[src/hdl/redun_mont_defs.svh]
`ifndef REDUN_MONT_DEFS_SVH
`define REDUN_MONT_DEFS_SVH

// Meaningful bits in one redundant word, the carry bit comes on top
`define RM_WRD_BITS 8

// Words per operand
`define RM_NUM_WRDS 4

// Binary operand width, R is 2^RM_DAT_BITS
`define RM_DAT_BITS (`RM_WRD_BITS * `RM_NUM_WRDS)

// Odd modulus, kept below R/4 so every result stays under 2P
`define RM_MODULUS 32'h2D97_3801

// -P^-1 mod R
`define RM_MONT_FACTOR 32'h1157_37FF

// Cycles from square issue to result strobe
`define RM_ITER_CYCLES 6

`endif

[src/hdl/redun_mont_pkg.sv]
`include "redun_mont_defs.svh"

package redun_mont_pkg;

  // One word, meaningful bits plus a single carry bit
  typedef logic [`RM_WRD_BITS:0] wrd_t;

  // Operand and double-width product, word 0 is least significant
  typedef wrd_t [`RM_NUM_WRDS-1:0] redun0_t;
  typedef wrd_t [2*`RM_NUM_WRDS-1:0] redun1_t;

  // Plain binary value
  typedef logic [`RM_DAT_BITS-1:0] fe_t;

  // Multiplier mode, one-hot
  typedef enum logic [2:0] {
    SQR   = 3'b001,
    MUL_L = 3'b010,
    MUL_H = 3'b100
  } mult_ctl_t;

  // Binary to redundant form with all carry bits clear
  function automatic redun0_t to_redun(input fe_t val);
    redun0_t res;
    for (int i = 0; i < `RM_NUM_WRDS; i++) begin
      res[i] = {1'b0, val[i*`RM_WRD_BITS +: `RM_WRD_BITS]};
    end
    return res;
  endfunction

  // Redundant to binary form, result taken modulo R
  function automatic fe_t from_redun(input redun0_t val);
    fe_t res;
    res = '0;
    for (int i = 0; i < `RM_NUM_WRDS; i++) begin
      res = res + (fe_t'(val[i]) << (i * `RM_WRD_BITS));
    end
    return res;
  endfunction

endpackage

[src/hdl/mul_if.sv]
interface mul_if;
  import redun_mont_pkg::*;

  mult_ctl_t ctl;
  redun0_t   dat_a;
  redun0_t   dat_b;
  redun0_t   add_term;
  redun1_t   dat;

  // Sequencer side, drives operands and mode
  modport seq (
    output ctl, dat_a, dat_b, add_term,
    input  dat
  );

  // Multiplier side, returns the registered product
  modport mult (
    input  ctl, dat_a, dat_b, add_term,
    output dat
  );

endinterface

[src/hdl/multi_mode_multiplier.sv]
`include "redun_mont_defs.svh"

module multi_mode_multiplier (
  input logic i_clk,
  mul_if.mult mul
);
  import redun_mont_pkg::*;

  localparam int W = `RM_WRD_BITS;
  localparam int N = `RM_NUM_WRDS;
  // Room for N products of two full words plus the add term
  localparam int COL_BITS = 2 * W + 2 + $clog2(N + 1);

  logic [COL_BITS-1:0] col [2*N];
  logic [W+1:0] part [2*N];
  redun1_t prod;

  // Column sums of the word-wise partial products
  always_comb begin
    for (int k = 0; k < 2 * N; k++) begin
      col[k] = '0;
    end
    for (int i = 0; i < N; i++) begin
      for (int j = 0; j < N; j++) begin
        col[i+j] = col[i+j] + COL_BITS'(mul.dat_a[i]) * COL_BITS'(mul.dat_b[j]);
      end
    end
    // High half product picks up the add term in the upper words
    if (mul.ctl == MUL_H) begin
      for (int k = 0; k < N; k++) begin
        col[N+k] = col[N+k] + COL_BITS'(mul.add_term[k]);
      end
    end
  end

  // Two shallow folds, each word only sees its near neighbours
  always_comb begin
    for (int k = 0; k < 2 * N; k++) begin
      part[k] = (W+2)'(col[k][W-1:0]);
    end
    for (int k = 1; k < 2 * N; k++) begin
      part[k] = part[k] + (W+2)'(col[k-1][2*W-1:W]);
    end
    for (int k = 2; k < 2 * N; k++) begin
      part[k] = part[k] + (W+2)'(col[k-2][COL_BITS-1:2*W]);
    end

    // Second fold leaves at most one carry bit per word
    for (int k = 0; k < 2 * N; k++) begin
      prod[k] = wrd_t'(part[k][W-1:0]);
    end
    for (int k = 1; k < 2 * N; k++) begin
      prod[k] = prod[k] + wrd_t'(part[k-1][W+1:W]);
    end

    // Low product only, upper words cleared
    if (mul.ctl == MUL_L) begin
      for (int k = N; k < 2 * N; k++) begin
        prod[k] = '0;
      end
    end
  end

  always_ff @(posedge i_clk) begin
    mul.dat <= prod;
  end

endmodule

[src/hdl/redun_equalizer.sv]
`include "redun_mont_defs.svh"

module redun_equalizer (
  input  logic                    i_clk,
  input  redun_mont_pkg::redun1_t i_dat,
  output redun_mont_pkg::redun1_t o_dat,
  output redun_mont_pkg::fe_t     o_low
);

  localparam int W  = `RM_WRD_BITS;
  localparam int NW = 2 * `RM_NUM_WRDS;

  logic [NW*W-1:0] dat_bits;
  logic [NW*W-1:0] cry_bits;
  logic [NW*W-1:0] sum;

  // Word bits and carry bits as two binary vectors, then one add
  always_comb begin
    dat_bits = '0;
    cry_bits = '0;
    for (int k = 0; k < NW; k++) begin
      dat_bits[k*W +: W] = i_dat[k][W-1:0];
    end
    // Carry of word k belongs to bit 0 of word k+1
    for (int k = 0; k < NW - 1; k++) begin
      cry_bits[(k+1)*W] = i_dat[k][W];
    end
    sum = dat_bits + cry_bits;
  end

  always_ff @(posedge i_clk) begin
    for (int k = 0; k < NW; k++) begin
      o_dat[k] <= {1'b0, sum[k*W +: W]};
    end
    o_low <= sum[`RM_DAT_BITS-1:0];
  end

endmodule

[src/hdl/redun_mont.sv]
`include "redun_mont_defs.svh"

module redun_mont (
  input  logic                    i_clk,
  input  logic                    i_rst,
  input  redun_mont_pkg::fe_t     i_sq,
  input  logic                    i_val,
  mul_if.seq                      mul,
  input  redun_mont_pkg::redun1_t i_eq_dat,
  input  redun_mont_pkg::fe_t     i_eq_low,
  output redun_mont_pkg::redun1_t o_eq_dat,
  output redun_mont_pkg::fe_t     o_mul,
  output logic                    o_val
);
  import redun_mont_pkg::*;

  localparam int W = `RM_WRD_BITS;
  localparam int N = `RM_NUM_WRDS;
  localparam int CNT_BITS = $clog2(`RM_ITER_CYCLES);
  // Cycle offsets from the square issue
  localparam int CNT_MUL1 = 2;
  localparam int CNT_MUL2 = 4;
  localparam int CNT_LAST = `RM_ITER_CYCLES - 1;

  typedef enum logic [4:0] {
    IDLE  = 5'b00001,
    START = 5'b00010,
    MUL0  = 5'b00100,
    MUL1  = 5'b01000,
    MUL2  = 5'b10000
  } state_t;

  state_t state_q;
  state_t state_d;
  logic [CNT_BITS-1:0] cnt_q;
  logic val_q;
  logic done;
  fe_t sq_q;
  fe_t op_q;
  fe_t res;
  redun0_t add_q;
  logic [W*N:0] lo_sum;

  // Product goes straight to the equalizer
  assign o_eq_dat = mul.dat;

  // A registered i_val restarts the loop from any state
  always_comb begin
    state_d = state_q;
    if (val_q) begin
      state_d = START;
    end else begin
      unique case (state_q)
        IDLE:  state_d = IDLE;
        START: state_d = MUL0;
        MUL0:  state_d = MUL1;
        MUL1: begin
          if (cnt_q == CNT_BITS'(CNT_MUL2 - 1)) begin
            state_d = MUL2;
          end
        end
        MUL2: begin
          if (cnt_q == CNT_BITS'(CNT_LAST)) begin
            state_d = START;
          end
        end
        default: state_d = IDLE;
      endcase
    end
  end

  assign done = (state_q == MUL2) && (cnt_q == CNT_BITS'(CNT_LAST)) && !val_q;

  // Operand and mode selection
  always_comb begin
    mul.ctl      = SQR;
    mul.dat_a    = to_redun(op_q);
    mul.dat_b    = to_redun(op_q);
    mul.add_term = '0;
    if (state_q == MUL1) begin
      // Low half of the square times the factor
      mul.ctl   = MUL_L;
      mul.dat_a = to_redun(i_eq_low);
      mul.dat_b = to_redun(`RM_MONT_FACTOR);
    end else if (state_q == MUL2) begin
      // m times P, high half of the square added on top
      mul.ctl      = MUL_H;
      mul.dat_a    = to_redun(i_eq_low);
      mul.dat_b    = to_redun(`RM_MODULUS);
      mul.add_term = add_q;
    end
  end

  // Final fold of the high product words into binary
  always_comb begin
    lo_sum = '0;
    for (int k = 0; k < N; k++) begin
      lo_sum = lo_sum + ((W*N+1)'(mul.dat[k]) << (k * W));
    end
    // Low words may still spill one unit into the high half
    res = from_redun(mul.dat[2*N-1:N]) + fe_t'(lo_sum[W*N]);
  end

  always_ff @(posedge i_clk) begin
    sq_q <= i_sq;
    // High half of the square, plus one when the low half is nonzero.
    // Word 0 has a clear carry bit here, so the +1 cannot leave it
    if (state_q == MUL1 && cnt_q == CNT_BITS'(CNT_MUL1)) begin
      add_q <= i_eq_dat[2*N-1:N] + redun0_t'(|i_eq_low);
    end
    if (val_q) begin
      op_q <= sq_q;
    end else if (done) begin
      op_q <= res;
    end
    if (done) begin
      o_mul <= res;
    end
  end

  always_ff @(posedge i_clk) begin
    if (i_rst) begin
      state_q <= IDLE;
      cnt_q   <= '0;
      val_q   <= 1'b0;
      o_val   <= 1'b0;
    end else begin
      state_q <= state_d;
      val_q   <= i_val;
      o_val   <= done;
      // Counts cycles since the square issue
      if (state_d == IDLE || state_d == START) begin
        cnt_q <= '0;
      end else begin
        cnt_q <= cnt_q + 1'b1;
      end
    end
  end

endmodule

[src/hdl/redun_mont_top.sv]
module redun_mont_top (
  input  logic                i_clk,
  input  logic                i_rst,
  input  redun_mont_pkg::fe_t i_sq,
  input  logic                i_val,
  output redun_mont_pkg::fe_t o_mul,
  output logic                o_val
);
  import redun_mont_pkg::*;

  redun1_t eq_in;
  redun1_t eq_dat;
  fe_t     eq_low;

  mul_if mul_bus ();

  redun_mont i_redun_mont (
    .i_clk    (i_clk),
    .i_rst    (i_rst),
    .i_sq     (i_sq),
    .i_val    (i_val),
    .mul      (mul_bus.seq),
    .i_eq_dat (eq_dat),
    .i_eq_low (eq_low),
    .o_eq_dat (eq_in),
    .o_mul    (o_mul),
    .o_val    (o_val)
  );

  multi_mode_multiplier i_multi_mode_multiplier (
    .i_clk (i_clk),
    .mul   (mul_bus.mult)
  );

  redun_equalizer i_redun_equalizer (
    .i_clk (i_clk),
    .i_dat (eq_in),
    .o_dat (eq_dat),
    .o_low (eq_low)
  );

endmodule

[config.mk]
export PLATFORM = sky130hd
export DESIGN_NAME = redun_mont_top
export DESIGN_NICKNAME = d
export VERILOG_FILES = /design/src/hdl/redun_mont_pkg.sv /design/src/hdl/mul_if.sv /design/src/hdl/multi_mode_multiplier.sv /design/src/hdl/redun_equalizer.sv /design/src/hdl/redun_mont.sv /design/src/hdl/redun_mont_top.sv
export VERILOG_INCLUDE_DIRS = /design/src /design/src/hdl
export SDC_FILE = /design/constraint.sdc
export NUM_CORES = 2
export LEC_CHECK = 0
export ABC_AREA = 1
export BUFFER_PORTS_ARGS = -buffer_cell sky130_fd_sc_hd__clkbuf_2
export CAP_MARGIN = 10
export CORE_ASPECT_RATIO = 1.25
export CORE_UTILIZATION = 67
export CTS_BUF_LIST = sky130_fd_sc_hd__clkbuf_4 sky130_fd_sc_hd__clkbuf_8
export CTS_CLUSTER_SIZE = 30
export DETAILED_ROUTE_END_ITERATION = 7
export GPL_TIMING_DRIVEN = 0
export HOLD_SLACK_MARGIN = 0.03
export MAX_ROUTING_LAYER = met4
export PLACE_DENSITY = 0.84
export SYNTH_ARGS = -nofsm -noshare
export SYNTH_HDL_FRONTEND = slang
export SYNTH_SLANG_ARGS = --single-unit
[constraint.sdc]
create_clock -name i_clk -period 12.5 [get_ports i_clk]
set_input_delay 2.5 -clock i_clk [delete_from_list [all_inputs] [get_ports i_clk]]
set_output_delay 2.5 -clock i_clk [all_outputs]
set_load 0.1 [all_outputs]
==> results.cfg <==
[synthesis]
synth_xor_area_share_pct = 4.45
ys_async_sr_fraction_pct = 0
ys_ff_latch = 272
synthAdderAreaFrac_pct = 47.4
yosysUniqueCellTypes = 64
syn_nets = 8534
synthCells = 6909
synth.area.mux_share_pct = 0
synth_compound_area_share_pct = 4.83
synth_ff_type = dfxtp_1
synth_edf_count = 97
syn_area_um2 = 54500
synth-simple-area-share_pct = 18.7
synth_top_family_by_area = adder cells
ys_warn_count = 0
avgSynthCellArea_um2 = 7.89
seq_area_frac_synth_pct = 11.8

[floorplanning]
start_util_pct = 67.9
die-area_um2 = 82500
fp.dieW_um = 257
fp.dieH_um = 321
rows = 116
io_pins = 68
coreArea_um2 = 80300

[layout]
layout-drive-gt1-share_pct = 11.8
layout_common_cells = inv_1 (1555), nand2_1 (1158), nor2_1 (836)
syn_to_final_growth_pct = 12.4
register_area_um2 = 6420
layout.nets = 8810
fillerInstances = 5857
final_common_cell = inv_1
multi_input_area_um2 = 43000

[drt]
avgRoutedWirePerCell_um = 25.8
first_pass_iters = 8
vias_per_cell = 6.02
drcViolationCount = 0
drt_iter0_markers = 5358
routed_wl_um = 214000
vias = 49966
ant_nets = 0

[placement]
gp_congestion = 1.14
place_hpwl_um = 166000
port_buffers = 67

[grt]
grt_usage_pct = 53.2
top_usage_layer = met2
met1_usage_pct = 52.4
met2_usage_pct = 79.8
grt_start_max_net_pins = 34
antenna_found_initial = 14
grt_pass1_vias = 50514
grt_overflow_total = 0
grt_first_pass_wirelength_um = 307000
grt.met3_usage_pct = 19.0

[cts]
cts_tree = built
path_clk_slew_ps = 60
cts_inserted_buffers = 45
cts.sinks = 272
clk_latency_ps = 650
htree_levels = 2
cts_hold_buf = 0
clockBufferDepth = 3
root_buffer = clkbuf_8

[setup_path]
worstPathRequired_ps = 13010
cp-start-kind = register
crit_path_end = i_multi_mode_multiplier.mul.dat[51]$_SDFF_PN0_
worstSetupEndpointType = register
r2r_cells = 57
cp.arrival_ps = 13240
startpoint = i_redun_mont.state_q[1]$_SDFF_PP0_
ff2ff_setup_slack_ps = -230
slowest_stage = fa_2
r2r_end = i_multi_mode_multiplier.mul.dat[51]$_SDFF_PN0_
worst_path_largest_cell_delay_ps = 670
crit_path_max_fanout = 6
crit_type = register to register
r2r_start = i_redun_mont.state_q[1]$_SDFF_PP0_

[sta]
worst_pin_slew_ps = 1250
setup_viol = 8
period_needed_ps = 12730
slew_headroom_pct = 17.0
max_freq_ghz = 0.0786
holdWs_ps = 327
rsz0062_at_grt = true
setup_ws_ps = -227
period_share_pct = 102
fin_worst_skew_ps = 40.0
final-max-slew-violation-count = 0
hold_viol_final = 0

[worst_hold_path]
holdCritPathClass = register to register

[status]
violations = negative setup slack
status = finished, violations left

[flow_run]
drv_cap = 0
-- per-layer routing --
layer	part of all wire, %	wire (µm)
met3	13	26900
met4	14	29400
met1	31	65700
met2	43	92100
met5	0	0
-- critical path: cells and delay by family (launching register included) --
family / cells / cell delay (ps)
adder cells (fa/ha/maj): 15 / 6640
AND/OR/NAND/NOR: 13 / 1880
buffers and inverters: 17 / 1630
AO/OA/AOI/OAI: 8 / 1240
XOR/XNOR: 4 / 800
flip-flops: 1 / 360
-- what timing repair did --
| action | CTS | global route |
|---|---|---|
| cloned | 1 | 2 |
| setup buffers | 86 | 81 |
| setup endpoints to repair | 32 | 31 |
| pin swaps | 87 | 140 |
| gates resized for setup | 360 | 280 |
| endpoints found under the hold margin | 0 | 0 |
-- per-stage QoR --
stage | setup TNS (ps) | util, % | std cells | worst slack [ps] | cell area, µm²
final | -987 | 76.3 | 8305 | -227 | 61300
after global routing | -6050 | 76.3 | 8305 | -681 | 61300
after CTS | 0 | 74.1 | 8198 | 2.16 | 59500
after detailed placement | -46210 | 70.0 | 8040 | -2750 | 56200
after global placement | -56370 | 70.0 | 8038 | -2540 | 56200
after floorplan | 0 | - | 6909 | 888 | 54500
-- cell type report --
type                            instances  share of cell area (%)
Multi-Input combinational cell       4824                    70.2
Inverter                             1637                    10.3
Sequential cell                       272                    10.5
Clock inverter                         14                   0.214
Timing Repair Buffer                  242                    3.19
Tap cell                             1062                    2.17
Clock buffer                           68                    1.35
Antenna cell                           23                  0.0940
Buffer                                163                    2.00
-- synthesized netlist by cell type (7+ instances only) --
cell type / n / area, µm²
and2_1: 13 / 81.3
buf_2: 75 / 375
clkinv_1: 8 / 30.0
nand3b_1: 10 / 75.1
a31oi_1: 13 / 81.3
o211ai_1: 9 / 67.6
nor2_2: 13 / 81.3
xor2_1: 200 / 1750
xnor2_1: 66 / 578
o31ai_1: 8 / 60.1
inv_1: 1591 / 5970
ha_1: 796 / 9960
nor3_1: 47 / 235
nor2_4: 9 / 101
nand2_1: 1202 / 4510
clkbuf_1: 83 / 312
nand2_2: 24 / 150
o21bai_1: 15 / 113
a21o_1: 18 / 135
nor4_1: 11 / 68.8
or2_2: 17 / 106
edfxtp_1: 97 / 2910
nor2_1: 873 / 3280
dfxtp_1: 175 / 3500
buf_1: 10 / 37.5
fa_1: 794 / 15900
o21a_1: 7 / 52.6
a211oi_1: 8 / 60.1
a21oi_1: 235 / 1180
inv_2: 37 / 139
o21ai_0: 120 / 601
nand3_1: 193 / 966
a21boi_0: 8 / 60.1
nand4_1: 59 / 369
-- registers in the layout (all words and copies together), names as in the netlist --
register                         flops
i_multi_mode_multiplier.mul.dat     69
i_redun_mont.o_val                   1
i_redun_mont.val_q                   1
i_redun_mont.o_mul                  32
i_redun_mont.state_q                 5
i_redun_equalizer.o_low             32
i_redun_mont.sq_q                   32
i_redun_equalizer.o_dat             32
i_redun_mont.add_q                  33
i_redun_mont.cnt_q                   3
i_redun_mont.op_q                   32
-- cells by family (layout without fill, tap and decap cells) --
family	count (synthesis)	in the layout
AND/OR/NAND/NOR	2490	2490
buffers and inverters	1813	2124
adder cells (fa/ha/maj)	1590	1590
AO/OA/AOI/OAI	470	470
XOR/XNOR	272	272
flip-flops	272	272
other	2	25
-- how the worst min path moves through the flow --
stage	startpoint	endpoint	slack [ps]	cells past startpoint
after floorplan	i_multi_mode_multiplier.mul.dat[0]$_DFF_P_	i_redun_equalizer.o_low[0]$_DFF_P_	310	0
after global placement	i_multi_mode_multiplier.mul.dat[15]$_DFF_P_	i_redun_equalizer.o_low[14]$_DFF_P_	310	0
after detailed placement	i_multi_mode_multiplier.mul.dat[14]$_DFF_P_	i_redun_equalizer.o_low[13]$_DFF_P_	310	0
after CTS	i_multi_mode_multiplier.mul.dat[14]$_DFF_P_	i_redun_equalizer.o_low[13]$_DFF_P_	330	0
after global routing	i_multi_mode_multiplier.mul.dat[5]$_DFF_P_	i_redun_equalizer.o_low[5]$_DFF_P_	330	0
final	i_multi_mode_multiplier.mul.dat[14]$_DFF_P_	i_redun_equalizer.o_low[13]$_DFF_P_	330	0
Power is left out: the tool's default activity adds up to more than one toggle a clock period on the data nets, which glitch-free logic cannot reach.
